## src/logic/sprite_pkg.sv

```systemverilog
// ~~~~~~~~~~~~~~~~~~~~~~~~~~~~~~~~~~~~~~~~~~~~~~~~~
// shared sizes and apb register map for the sprite
// overlay, imported by every rtl block that needs them
// ~~~~~~~~~~~~~~~~~~~~~~~~~~~~~~~~~~~~~~~~~~~~~~~~~

package sprite_pkg;

    // sprite geometry
    localparam int spr_size = 8;                 // width and height in pixels
    localparam int spr_aw   = $clog2(spr_size);  // bits to index a row or column

    // raster coordinates, signed so blanking runs negative
    localparam int cordw = 16;

    // colour
    localparam int colr_w = 4;         // one channel
    localparam int rgb_w  = 3 * colr_w; // red, green, blue packed high to low

    // apb register map, byte offsets
    localparam int apb_aw = 6;
    localparam logic [apb_aw-1:0] reg_ctrl = 6'h00;  // bit 0 enable
    localparam logic [apb_aw-1:0] reg_posx = 6'h04;  // sprite left edge
    localparam logic [apb_aw-1:0] reg_posy = 6'h08;  // sprite top edge
    localparam logic [apb_aw-1:0] reg_colr = 6'h0C;  // 12-bit rgb
    localparam logic [apb_aw-1:0] reg_bmp0 = 6'h10;  // row n at +4*n, bit 7 leftmost

endpackage

```

## src/logic/display_timings.sv

```systemverilog
// ~~~~~~~~~~~~~~~~~~~~~~~~~~~~~~~~~~~~~~~~~~~~~~~~~
// raster timing generator, registered coordinates,
// syncs, data enable and line/frame strobes
// ~~~~~~~~~~~~~~~~~~~~~~~~~~~~~~~~~~~~~~~~~~~~~~~~~

`timescale 1ns/10ps

module display_timings
    import sprite_pkg::*;
#(
    parameter int h_res  = 640,  // active pixels per line
    parameter int h_fp   = 16,   // front porch
    parameter int h_sync = 96,   // sync width
    parameter int h_bp   = 48,   // back porch
    parameter int v_res  = 480,  // active lines
    parameter int v_fp   = 10,
    parameter int v_sync = 2,
    parameter int v_bp   = 33
) (
    input  wire logic clk_pix,
    input  wire logic rst_n,
    output logic signed [cordw-1:0] sx,  // horizontal, 0 at first active pixel
    output logic signed [cordw-1:0] sy,  // vertical, 0 at first active line
    output logic hsync,                  // active high
    output logic vsync,
    output logic de,                     // active video
    output logic line,                   // one cycle at line start
    output logic frame                   // one cycle at frame start
);

    localparam int h_blank = h_fp + h_sync + h_bp;
    localparam int v_blank = v_fp + v_sync + v_bp;

    // counter landmarks, blanking sits before active video
    localparam logic signed [cordw-1:0] h_sta  = cordw'(-h_blank);
    localparam logic signed [cordw-1:0] hs_sta = cordw'(h_fp - h_blank);
    localparam logic signed [cordw-1:0] hs_end = cordw'(h_fp + h_sync - h_blank);
    localparam logic signed [cordw-1:0] ha_end = cordw'(h_res - 1);
    localparam logic signed [cordw-1:0] v_sta  = cordw'(-v_blank);
    localparam logic signed [cordw-1:0] vs_sta = cordw'(v_fp - v_blank);
    localparam logic signed [cordw-1:0] vs_end = cordw'(v_fp + v_sync - v_blank);
    localparam logic signed [cordw-1:0] va_end = cordw'(v_res - 1);

    logic signed [cordw-1:0] sx_nxt;
    logic signed [cordw-1:0] sy_nxt;

    // next position, decoded outputs follow from it so all stay aligned
    always_comb begin
        if (sx == ha_end) begin
            sx_nxt = h_sta;                                  // wrap to blanking
            sy_nxt = (sy == va_end) ? v_sta : sy + cordw'(1);
        end else begin
            sx_nxt = sx + cordw'(1);
            sy_nxt = sy;
        end
    end

    always_ff @(posedge clk_pix or negedge rst_n) begin
        if (!rst_n) begin
            sx    <= h_sta;
            sy    <= v_sta;
            hsync <= 1'b0;
            vsync <= 1'b0;
            de    <= 1'b0;
            line  <= 1'b0;
            frame <= 1'b0;
        end else begin
            sx    <= sx_nxt;
            sy    <= sy_nxt;
            hsync <= (sx_nxt >= hs_sta) && (sx_nxt < hs_end);
            vsync <= (sy_nxt >= vs_sta) && (sy_nxt < vs_end);
            de    <= (sx_nxt >= 0) && (sy_nxt >= 0);
            line  <= (sx_nxt == h_sta);
            frame <= (sx_nxt == h_sta) && (sy_nxt == v_sta);  // first blanking line
        end
    end

    // horizontal counter must always wrap at the end of active video
    sx_in_line: assert property (@(posedge clk_pix) disable iff (!rst_n)
        sx <= ha_end);

endmodule

```

## src/logic/sprite_regs.sv

```systemverilog
// ~~~~~~~~~~~~~~~~~~~~~~~~~~~~~~~~~~~~~~~~~~~~~~~~~
// apb register file for the sprite whose working copies
// read back over apb and whose shadow copies move on frame
// ~~~~~~~~~~~~~~~~~~~~~~~~~~~~~~~~~~~~~~~~~~~~~~~~~

`timescale 1ns/10ps

module sprite_regs
    import sprite_pkg::*;
(
    input  wire logic clk_pix,
    input  wire logic rst_n,
    input  wire logic psel,
    input  wire logic penable,
    input  wire logic pwrite,
    input  wire logic [apb_aw-1:0] paddr,
    input  wire logic [31:0] pwdata,
    input  wire logic frame,                      // shadow load strobe
    output logic [31:0] prdata,
    output logic pready,
    output logic pslverr,
    output logic spr_en,
    output logic signed [cordw-1:0] spr_x,
    output logic signed [cordw-1:0] spr_y,
    output logic [rgb_w-1:0] spr_colr,
    output logic [spr_size*spr_size-1:0] spr_bitmap  // row n at [8n+7:8n]
);

    // working set that apb reads and writes
    logic en_r;
    logic signed [cordw-1:0] posx_r;
    logic signed [cordw-1:0] posy_r;
    logic [rgb_w-1:0] colr_r;
    logic [spr_size-1:0] bmp_r [spr_size];

    logic sel_ctrl, sel_posx, sel_posy, sel_colr, sel_bmp;
    logic mapped;
    logic setup, access;
    logic [apb_aw-1:0] bmp_off;
    logic [spr_aw-1:0] bmp_row;
    logic [31:0] rd_val;

    // address decode
    assign sel_ctrl = (paddr == reg_ctrl);
    assign sel_posx = (paddr == reg_posx);
    assign sel_posy = (paddr == reg_posy);
    assign sel_colr = (paddr == reg_colr);
    assign bmp_off  = paddr - reg_bmp0;
    assign sel_bmp  = (paddr[1:0] == 2'b00) && (paddr >= reg_bmp0)
                    && (bmp_off < apb_aw'(4 * spr_size));
    assign bmp_row  = bmp_off[2 +: spr_aw];     // word index into the bitmap
    assign mapped   = sel_ctrl | sel_posx | sel_posy | sel_colr | sel_bmp;

    assign setup  = psel && !penable;
    assign access = psel && penable;
    assign pready = 1'b1;                       // zero wait states

    // read mux zero-extends each register to the bus
    always_comb begin
        rd_val = '0;
        if (sel_ctrl) rd_val[0] = en_r;
        if (sel_posx) rd_val[cordw-1:0] = posx_r;
        if (sel_posy) rd_val[cordw-1:0] = posy_r;
        if (sel_colr) rd_val[rgb_w-1:0] = colr_r;
        if (sel_bmp)  rd_val[spr_size-1:0] = bmp_r[bmp_row];
    end

    always_ff @(posedge clk_pix or negedge rst_n) begin
        if (!rst_n) begin
            en_r   <= 1'b0;
            posx_r <= '0;
            posy_r <= '0;
            colr_r <= '0;
            for (int i = 0; i < spr_size; i++) bmp_r[i] <= '0;
        end else if (access && pwrite) begin  // unmapped hits no select
            if (sel_ctrl) en_r <= pwdata[0];
            if (sel_posx) posx_r <= pwdata[cordw-1:0];
            if (sel_posy) posy_r <= pwdata[cordw-1:0];
            if (sel_colr) colr_r <= pwdata[rgb_w-1:0];
            if (sel_bmp)  bmp_r[bmp_row] <= pwdata[spr_size-1:0];
        end
    end

    // response captured in setup and presented during access
    always_ff @(posedge clk_pix or negedge rst_n) begin
        if (!rst_n) begin
            prdata  <= '0;
            pslverr <= 1'b0;
        end else begin
            pslverr <= setup && !mapped;
            if (setup) prdata <= pwrite ? '0 : rd_val;
        end
    end

    // shadow copies only move on the frame strobe
    always_ff @(posedge clk_pix or negedge rst_n) begin
        if (!rst_n) begin
            spr_en     <= 1'b0;
            spr_x      <= '0;
            spr_y      <= '0;
            spr_colr   <= '0;
            spr_bitmap <= '0;
        end else if (frame) begin
            spr_en   <= en_r;
            spr_x    <= posx_r;
            spr_y    <= posy_r;
            spr_colr <= colr_r;
            for (int i = 0; i < spr_size; i++) spr_bitmap[i*spr_size +: spr_size] <= bmp_r[i];
        end
    end

    apb_access_needs_sel: assert property (@(posedge clk_pix) disable iff (!rst_n)
        penable |-> psel);

endmodule

```

## src/logic/sprite_engine.sv

```systemverilog
// ~~~~~~~~~~~~~~~~~~~~~~~~~~~~~~~~~~~~~~~~~~~~~~~~~
// sprite draw engine that fetches one bitmap row per line
// and shifts it out from spr_x at one pixel per clock
// ~~~~~~~~~~~~~~~~~~~~~~~~~~~~~~~~~~~~~~~~~~~~~~~~~

`timescale 1ns/10ps

module sprite_engine
    import sprite_pkg::*;
(
    input  wire logic clk_pix,
    input  wire logic rst_n,
    input  wire logic line,                        // line start strobe
    input  wire logic signed [cordw-1:0] sx,
    input  wire logic signed [cordw-1:0] sy,
    input  wire logic spr_en,
    input  wire logic signed [cordw-1:0] spr_x,
    input  wire logic signed [cordw-1:0] spr_y,
    input  wire logic [spr_size*spr_size-1:0] spr_bitmap,
    output logic spr_pix                           // one cycle after its sx
);

    typedef enum logic [1:0] {
        idle,       // nothing to draw on this line
        wait_pos,   // row fetched and waiting for sx
        draw        // shifting pixels out
    } state_t;

    state_t state;

    logic signed [cordw-1:0] dy;   // line offset into the sprite
    logic in_rows;
    logic [spr_aw-1:0] row_idx;
    logic [spr_size-1:0] row_bits;
    logic [spr_size-1:0] shift;    // current row with the next pixel in the msb
    logic [spr_aw:0] cnt;          // pixels sent so far
    logic load_row;
    logic start_draw;
    logic shifting;

    assign dy       = sy - spr_y;
    assign in_rows  = (dy >= 0) && (dy < spr_size);
    assign row_idx  = dy[spr_aw-1:0];
    assign row_bits = spr_bitmap[row_idx*spr_size +: spr_size];

    assign load_row   = line && spr_en && in_rows;
    assign start_draw = (state == wait_pos) && (sx == spr_x);
    assign shifting   = start_draw || (state == draw);

    // row shifter loads at line start and shifts while drawing
    always_ff @(posedge clk_pix) begin
        if (load_row) begin
            shift <= row_bits;
        end else if (shifting) begin
            shift <= {shift[spr_size-2:0], 1'b0};   // bit 7 goes out first
        end
    end

    // control
    always_ff @(posedge clk_pix or negedge rst_n) begin
        if (!rst_n) begin
            state   <= idle;
            cnt     <= '0;
            spr_pix <= 1'b0;
        end else begin
            spr_pix <= shifting && shift[spr_size-1];
            if (line) begin
                // every line restarts since a draw cut here lies off screen
                state <= load_row ? wait_pos : idle;
                cnt   <= '0;
            end else begin
                case (state)
                    wait_pos: begin
                        if (start_draw) begin
                            state <= draw;
                            cnt   <= (spr_aw+1)'(1);    // first pixel already out
                        end
                    end
                    draw: begin
                        if (cnt == (spr_aw+1)'(spr_size - 1)) begin
                            state <= idle;                // last pixel this cycle
                            cnt   <= '0;
                        end else begin
                            cnt <= cnt + 1'b1;
                        end
                    end
                    default: begin
                        cnt <= '0;
                    end
                endcase
            end
        end
    end

    draw_cnt_bound: assert property (@(posedge clk_pix) disable iff (!rst_n)
        cnt <= spr_size);

endmodule

```

## src/logic/sprite_display.sv

```systemverilog
// ~~~~~~~~~~~~~~~~~~~~~~~~~~~~~~~~~~~~~~~~~~~~~~~~~
// sprite overlay top, apb config in, registered vga
// out, two cycles from coordinate to pixel
// ~~~~~~~~~~~~~~~~~~~~~~~~~~~~~~~~~~~~~~~~~~~~~~~~~

`timescale 1ns/10ps

module sprite_display
    import sprite_pkg::*;
#(
    parameter int h_res  = 640,
    parameter int h_fp   = 16,
    parameter int h_sync = 96,
    parameter int h_bp   = 48,
    parameter int v_res  = 480,
    parameter int v_fp   = 10,
    parameter int v_sync = 2,
    parameter int v_bp   = 33
) (
    input  wire logic clk_pix,
    input  wire logic rst_n,
    input  wire logic psel,
    input  wire logic penable,
    input  wire logic pwrite,
    input  wire logic [apb_aw-1:0] paddr,
    input  wire logic [31:0] pwdata,
    output logic [31:0] prdata,
    output logic pready,
    output logic pslverr,
    output logic vga_hsync,               // active high
    output logic vga_vsync,
    output logic vga_de,
    output logic [colr_w-1:0] vga_r,
    output logic [colr_w-1:0] vga_g,
    output logic [colr_w-1:0] vga_b
);

    logic signed [cordw-1:0] sx, sy;
    logic hsync, vsync, de, line, frame;
    logic spr_en;
    logic signed [cordw-1:0] spr_x, spr_y;
    logic [rgb_w-1:0] spr_colr;
    logic [spr_size*spr_size-1:0] spr_bitmap;
    logic spr_pix;
    logic hsync_d, vsync_d, de_d;         // lined up with spr_pix

    display_timings #(
        .h_res(h_res), .h_fp(h_fp), .h_sync(h_sync), .h_bp(h_bp),
        .v_res(v_res), .v_fp(v_fp), .v_sync(v_sync), .v_bp(v_bp)
    ) timings_inst (
        .clk_pix, .rst_n, .sx, .sy, .hsync, .vsync, .de, .line, .frame
    );

    sprite_regs regs_inst (
        .clk_pix, .rst_n, .psel, .penable, .pwrite, .paddr, .pwdata, .frame,
        .prdata, .pready, .pslverr, .spr_en, .spr_x, .spr_y, .spr_colr, .spr_bitmap
    );

    sprite_engine engine_inst (
        .clk_pix, .rst_n, .line, .sx, .sy, .spr_en, .spr_x, .spr_y, .spr_bitmap, .spr_pix
    );

    // one stage to match the engine, one more for the pins
    always_ff @(posedge clk_pix or negedge rst_n) begin
        if (!rst_n) begin
            hsync_d   <= 1'b0;
            vsync_d   <= 1'b0;
            de_d      <= 1'b0;
            vga_hsync <= 1'b0;
            vga_vsync <= 1'b0;
            vga_de    <= 1'b0;
            {vga_r, vga_g, vga_b} <= '0;
        end else begin
            hsync_d   <= hsync;
            vsync_d   <= vsync;
            de_d      <= de;
            vga_hsync <= hsync_d;
            vga_vsync <= vsync_d;
            vga_de    <= de_d;
            {vga_r, vga_g, vga_b} <= (de_d && spr_pix) ? spr_colr : '0;  // black outside
        end
    end

endmodule

```

## config.mk

```make
export PLATFORM = sky130hd
export DESIGN_NAME = sprite_display
export DESIGN_NICKNAME = d
export VERILOG_FILES = /design/src/logic/sprite_pkg.sv /design/src/logic/display_timings.sv /design/src/logic/sprite_regs.sv /design/src/logic/sprite_engine.sv /design/src/logic/sprite_display.sv
export SDC_FILE = /design/constraint.sdc
export NUM_CORES = 1
export LEC_CHECK = 0
export ABC_AREA = 1
export BUFFER_PORTS_ARGS = -buffer_cell sky130_fd_sc_hd__buf_2
export CAP_MARGIN = 30
export CORE_AREA = 3 3 188 172
export DETAILED_ROUTE_END_ITERATION = 12
export DIE_AREA = 0 0 191 175
export GPL_TIMING_DRIVEN = 0
export MAX_ROUTING_LAYER = met4
export PLACE_DENSITY_LB_ADDON = 0.1
export SLEW_MARGIN = 10
export SYNTH_ARGS = -nofsm -noshare
export SYNTH_HDL_FRONTEND = slang
export SYNTH_SLANG_ARGS = --single-unit
```

## constraint.sdc

```tcl
create_clock -name clk_pix -period 7.35 [get_ports clk_pix]
set_clock_uncertainty 0.05 [all_clocks]
set_input_delay 1.47 -clock clk_pix [delete_from_list [all_inputs] [get_ports clk_pix]]
set_output_delay 1.47 -clock clk_pix [all_outputs]
set_load 0.005 [all_outputs]
```

==> Yosys cells after proc, flatten, opt, wreduce, memory -nomap -nowiden <==
Cells that the tools add are included.
{ "word_totals": {"reg_bits": 321, "latch_bits": 0, "mem_bits_rw": 0, "mem_bits_ro": 0, "in_bits": 43, "output_inout_bits": 49, "word_cells": 132, "mem_count": 0} }
{ "classes": {"add_sub_neg": 5, "n_mul": 0, "div": 0, "magnitude_cmp": 12, "n_eq_ne": 13, "shift": 1, "mux": 27, "n_bitwise": 5, "n_reduce_logical": 30} }
{ "op_table": {"columns": ["cell", "count"], "rows": [
  ["2-to-1 mux 16 bit", 6],
  ["bitwise mux 64 bit", 1],
  ["variable part select 64 x 7 -> 8 bit", 1],
  [">= comparator 16 x 1 -> 1 bit (second input constant)", 3],
  ["2-to-1 mux 8 bit", 6],
  ["adder 16 x 2 -> 16 bit (second input constant)", 2],
  ["< comparator 16 x 7 -> 1 bit (second input constant)", 2],
  ["binary-select mux 8 bit (select 3 bit)", 1],
  ["demux 8 bit (select 3 bit)", 1],
  ["2-to-1 mux 12 bit", 2],
  ["logical AND 1 bit", 17],
  ["equality test 16 x 10 -> 1 bit (second input constant)", 1],
  ["equality test 16 x 11 -> 1 bit (second input constant)", 1],
  ["equality test 16 bit", 1],
  ["equality test 16 x 7 -> 1 bit (second input constant)", 1],
  ["equality test 16 x 9 -> 1 bit (second input constant)", 1],
  [">= comparator 16 x 7 -> 1 bit (second input constant)", 1],
  [">= comparator 16 x 9 -> 1 bit (second input constant)", 1],
  ["< comparator 16 x 5 -> 1 bit (second input constant)", 1],
  ["subtractor 16 bit", 1],
  ["equality test 6 x 4 -> 1 bit (second input constant)", 2],
  ["2-to-1 mux 4 bit", 3],
  ["AND reduction 2 bit", 5],
  ["one-hot mux 4 bit (2 select lines)", 1],
  ["24 further kinds", 31]
]} }

==> Longest topological paths before layout <==
{ "logic_depth": {"word_depth": 7, "depth_mapped": 18, "mapped_depth_nobuf": 18} }

==> Modules after synthesis <==
A second synthesis with hierarchy kept.
{ "unflattened": {"cells_unflattened": 1887, "hier_area_um2": 15957.8} }
{ "modules_own_cells": {"columns": ["mod", "n_inst", "cells_per_inst", "area_per_inst_um2", "seq_area_each_um2"], "rows": [
  ["sprite_regs", 1, 1024, 10166.0, 5880.6],
  ["sprite_engine", 1, 451, 2656.3, 415.4],
  ["display_timings", 1, 368, 2547.4, 954.7],
  ["sprite_display", 1, 44, 588.1, 450.4]
]} }

==> Worst setup path before layout <==
Ideal clock, no wire load.
{ "synth_path": {"path_kind": "input-to-reg", "start": "in paddr[4]", "end": "reg regs_inst.bmp_r[61] (netlist bit)", "setup_ns": 0.133, "t_arrival_ns": 3.025, "required_ns": 7.167, "path_slack_ns": 4.142, "stages": 10, "path_buffers": 2, "path_cell_list": "inv_1 buf_2 ha_1 inv_1 nand3_4 nor2_8 nand4_4 clkbuf_1 nand2_1 o21ai_0"} }
{ "synth_via": {"elab_chain_cells": 7, "elab_cells_between_ends": 13, "cone_classes": "add/sub: 1; order compare: 4; mux: 3; bitwise: 1; reduce/logical: 4"} }
{ "synth_lines": {"columns": ["element", "line_no", "source"], "rows": [
  ["from (decl)", "sprite_display.sv:25", "input wire logic [apb_aw-1:0] paddr,"],
  ["subtractor 6 x 5 -> 6 bit", "sprite_regs.sv:48", "assign bmp_off = paddr - reg_bmp0;"],
  ["NOT 3 -> 4 bit (implied by the code)", "sprite_regs.sv:80", "if (sel_bmp) bmp_r[bmp_row] <= pwdata[spr_size-1:0];"],
  [">= comparator 4 bit (implied by the code) / < comparator 4 x 1 -> 1 bit (equally long branches)", "sprite_regs.sv:80", null],
  ["logical AND 1 bit (implied by the code)", "sprite_regs.sv:80", null],
  ["2-to-1 mux 8 bit (implied by the code)", "sprite_regs.sv:80", null],
  ["demux 8 bit (select 3 bit)", "sprite_regs.sv:80", null],
  ["bitwise mux 64 bit", "sprite_regs.sv:80", null],
  ["to (signal, indexed assignment)", "sprite_regs.sv:80", null],
  ["to (decl)", "sprite_regs.sv:34", "logic [spr_size-1:0] bmp_r [spr_size];"]
]} }
Parallel ways exist; a longest one is shown, timed or not.
A chain may end at the register's enable or synchronous reset.

==> Worst setup path after layout <==
{ "layout_path": {"start": "in paddr[4]", "end": "reg regs_inst.prdata[5]"} }
{ "layout_via": {"elab_chain_cells": 7, "elab_cells_between_ends": 17, "cone_classes": "add/sub: 1; order compare: 2; eq/ne: 3; mux: 8; bitwise: 1; reduce/logical: 2"} }
{ "layout_lines": {"columns": ["element", "line_no", "source"], "rows": [
  ["subtractor 6 x 5 -> 6 bit", "sprite_regs.sv:48", null],
  ["NOT 3 -> 4 bit (implied by the code)", "sprite_regs.sv:65", "if (sel_bmp) rd_val[spr_size-1:0] = bmp_r[bmp_row];"],
  ["binary-select mux 8 bit (select 3 bit)", "sprite_regs.sv:65", null],
  ["2-to-1 mux 8 bit (implied by the code) (2 in a row)", "sprite_regs.sv:65", null],
  ["2-to-1 mux 8 bit (*)", "sprite_regs.sv:65", null],
  ["2-to-1 mux 16 bit (*)", "sprite_regs.sv:91", "if (setup) prdata <= pwrite ? '0 : rd_val;"],
  ["to (signal assigned)", "sprite_regs.sv:91", null],
  ["to (decl)", "sprite_regs.sv:19", "output logic [31:0] prdata,"]
]} }
Every way passes the cells marked *; elsewhere a longest branch is shown, timed or not. The select of a mux whose other input is x is not followed.

==> results by group <==
Power and ir drop
  • Sequential power share: 48.9%
  • Power Density: 207 nW/um^2
  • Internal: 2.74 mW
  • Clk pwr share: 46.8%
  • VDD IR max: 0.198 mV
  • Net Sw Power: 0.830 mW
  • Combinational share of power: 4.2%
  • Switching Share: 23.2%
  • Design Power: 3.57 mW
  • Leak: 8.29 nW

Worst hold path
  • Hold depth: 0
  • Hold Path Class: register to register

Worst setup path
  • CP max stage cell: buf_2
  • FF-to-FF path depth: 10
  • Critical path required time: 7.69 ns
  • Critical path arrival: 3.60 ns
  • Critical Path Source Type: input port
  • Critical path, cell by cell: buf_2 -> inv_1 -> buf_2 -> ha_1 -> inv_1 -> nand3_4 -> clkinv_1 -> a21oi_1 -> nand3_1 -> o311ai_1 -> nand2_1
  • CP max stage delay: 0.30 ns
  • Max FO, Critical Path: 10
  • Crit path kind: input port to register
  • Crit end category: register

Yosys
  • Post-synth ARST share: 97.4%
  • Top-area cell type share of the netlist area: 45.1%
  • Syn_area_per_cell: 8.38 sq um
  • Mapped Cells: 1814
  • Post-synthesis mux area share: 1.93%
  • Yosys reg bits: 305
  • Synth Area in XOR/XNOR: 0.980%
  • Yosys Warn Count: 0
  • Post-synthesis sequential area ratio: 50.7%
  • Synth top area cells: dfrtp_1 (45%), nand2_1 (11%), o21ai_0 (7.2%)
  • Post-Syn Area: 15200 sq um
  • Main synth FF type: dfrtp_1
  • Synth area leader: dfrtp_1
  • EDFF count, synth: 8
  • Main combinational cell family by area after synthesis: simple AND/OR/NAND/NOR gates
  • Synth Area in Compound Gates: 13.3%
  • Post-Synth Simple-Gate Area: 22.3%
  • Adder-Cell Fraction of Synth Area: 1.94%
  • Yosys cell types: 53

Layout
  • FF+latch area: 7700 sq um
  • Layout cell share with drive strength beyond 1: 13.2%
  • # nets final: 1990
  • Area growth, synth to finish: 13.3%
  • Filler cells: 2849
  • Ant diodes: 0
  • Multi-input gate area: 6210 sq um

Placement
  • Buffers added on ports: 56
  • Hpwl dp: 32100 um
  • Placer Congestion: 0.965

Clock network
  • Cts hold-fix bufs: 0
  • CTS tree: yes
  • Post_cts resized: 0
  • Clock sink count: 305
  • Root buf cell: clkbuf_16
  • CTS H-tree lvls: 2
  • Clock-pin slew on the worst setup and hold paths: 0.06 ns
  • CTS Buf Count: 34
  • Max Root-Sink Buffers: 3
  • Setup Fix Bufs, Post-CTS: 0
  • Clk_lat worst skew: 0.54 ns

Timing
  • Max-slew violation count: 0
  • Worst-Margin Slew: 0.864 ns
  • TNS Setup: 0 ns
  • Relative slew slack: 42.4%
  • RSZ-0062 raised after global routing: no
  • Final Hold Vio Count: 0
  • Final Critical Period: 3.26 ns
  • # setup viols final: 0
  • Highest clock rate: 307 MHz
  • Period utilisation layout: 44.3%

Drt
  • Antenna Violating Nets Remaining: 0
  • DRT Pass-1 Iters: 6
  • Iter 0 DRT Violations: 1325
  • Drt via density: 5.44
  • # DRC: 0
  • DR vias: 12800
  • Final WL: 43400 um
  • Wire length per cell: 18.4 um

Global route
  • Total GRT Usage: 27.3%
  • Global route overflow: 0
  • Grt met1 use: 41.1%
  • GR peak layer: met1
  • Initial antenna violation count: 0
  • M2 GR Usage: 39.3%
  • First-pass GRT wire length: 69400 um
  • Largest net degree at the start of global routing: 106
  • GRT met3 Usage: 3.53%
  • Number of global-route vias before repair: 12200

Floorplanning
  • Core area: 30600 sq um
  • Die height: 175 um
  • Die area: 33400 sq um
  • Rows: 61
  • Initial Util: 49.6%
  • # IOs: 92
  • Die W: 191 um

Run status
  • Status: complete, no violations

Run
  • Max Cap Viol: 0
power groups by stage:
stage                     sequential [mW]  combinational, mW  clock, mW
final                                1.75              0.151       1.67
after global routing                 1.75              0.170       1.77
after CTS                            1.75              0.151       1.70
after detailed placement             1.77              0.151          0
after global placement               1.78              0.143          0
after floorplan                      1.76             0.0728          0
critical path, delay by kind of cell:
kind	cells	cell delay, ns
AND/OR/NAND/NOR	3	0.41
adder cells (fa/ha/maj)	1	0.29
buffers and inverters	5	1.05
AO/OA/AOI/OAI	2	0.38
cell usage after synthesis, drive strengths merged, types with 2 or more instances:
library cell  instances
dfstp                23
and2                  4
xnor2                 2
o31ai                 6
nand2               457
buf                  30
a31oi                12
xor2                 15
clkinv                2
a21oi                59
edfxtp                8
o221ai                4
nand4                39
dfrtp               274
ha                   22
conb                  2
mux2                 26
inv                 240
clkbuf               58
nand3b                6
o21ai               223
or2                   6
nor3                 23
o22ai                25
nor2                126
a221oi                2
a22o                 11
o211ai               12
a211oi                8
nand3                84
kinds of logic (layout without fill, tap and decap cells):
logic type,after synthesis,after routing
adders and majority gates,23,23
AOI/OAI and AO/OA,365,365
xor gates and xnor gates,17,17
other,2,17
buffers and inverters,330,447
and+or+nand+nor,746,746
muxes,26,26
DFF,305,305
state kept, by name (all words and copies together) (netlist names), 8 cells and up:
signal / cells
regs_inst.posx_r: 16
regs_inst.spr_x: 16
regs_inst.prdata: 16
timings_inst.sx: 16
timings_inst.sy: 16
regs_inst.spr_colr: 12
regs_inst.spr_y: 16
regs_inst.spr_bitmap: 64
regs_inst.colr_r: 12
regs_inst.bmp_r: 64
engine_inst.shift: 8
regs_inst.posy_r: 16
cells in the final DEF, fill, tap and decap left out, drive strengths merged, types with 8 or more instances in the layout:
cell type,count
a211oi,8
a21oi,59
conb,17
edfxtp,8
buf,89
a31oi,12
nand2,457
mux2,26
nor2,126
inv,242
a22o,11
nand3,84
nand4,39
xor2,15
o211ai,12
nor3,23
o21ai,223
ha,22
dfstp,23
clkbuf,106
dfrtp,274
o22ai,25
clkinv,8
final timing paths:
check	end	start	slack, ns
worst min-delay path	vsync_d$_DFF_PN0_	timings_inst.vsync$_DFF_PN0_	0.30
max in group asynchronous	regs_inst.spr_bitmap[37]$_DFFE_PN0P_	rst_n	5.35
worst max register to register	engine_inst.shift[6]$_DFFE_PP_	timings_inst.sy[0]$_DFF_PN1_	4.13
min in group asynchronous	timings_inst.sx[3]$_DFF_PN0_	rst_n	0.68
worst max-delay path	regs_inst.prdata[5]$_DFFE_PN0P_	paddr[4]	4.09
worst min register to register	vsync_d$_DFF_PN0_	timings_inst.vsync$_DFF_PN0_	0.30
metal layers:
metal,up-vias,part of all wire [%]
li1,6110,-
met1,6166,48
met2,446,43
met3,79,6.2
met4,0,2.4
met5,-,0
through the flow:
stage / hold WS [ns] / instances / setup WS, ns / area, sq um / util (%)
2_1_floorplan: 0.281 / 1829 / 4.14 / 15300 / -
3_3_place_gp: 0.282 / 2294 / -0.851 / 16000 / 52.4
3_5_place_dp: 0.286 / 2297 / 3.58 / 16100 / 52.7
4_1_cts: 0.303 / 2355 / 4.13 / 17200 / 56.3
5_1_grt: 0.305 / 2355 / 3.92 / 17200 / 56.3
6_report: 0.299 / 2355 / 4.09 / 17200 / 56.3
cell type report:
cell class | instances | share of cell area (%)
well taps | 409 | 2.97
clock inverters | 10 | 0.770
clock buffers | 48 | 5.54
repair buffers | 59 | 2.17
flip-flops and latches | 305 | 44.7
plain buffers | 88 | 2.48
inverters | 242 | 5.31
multi-input cells | 1194 | 36.1
No activity file was read; power rests on OpenSTA's default activity.
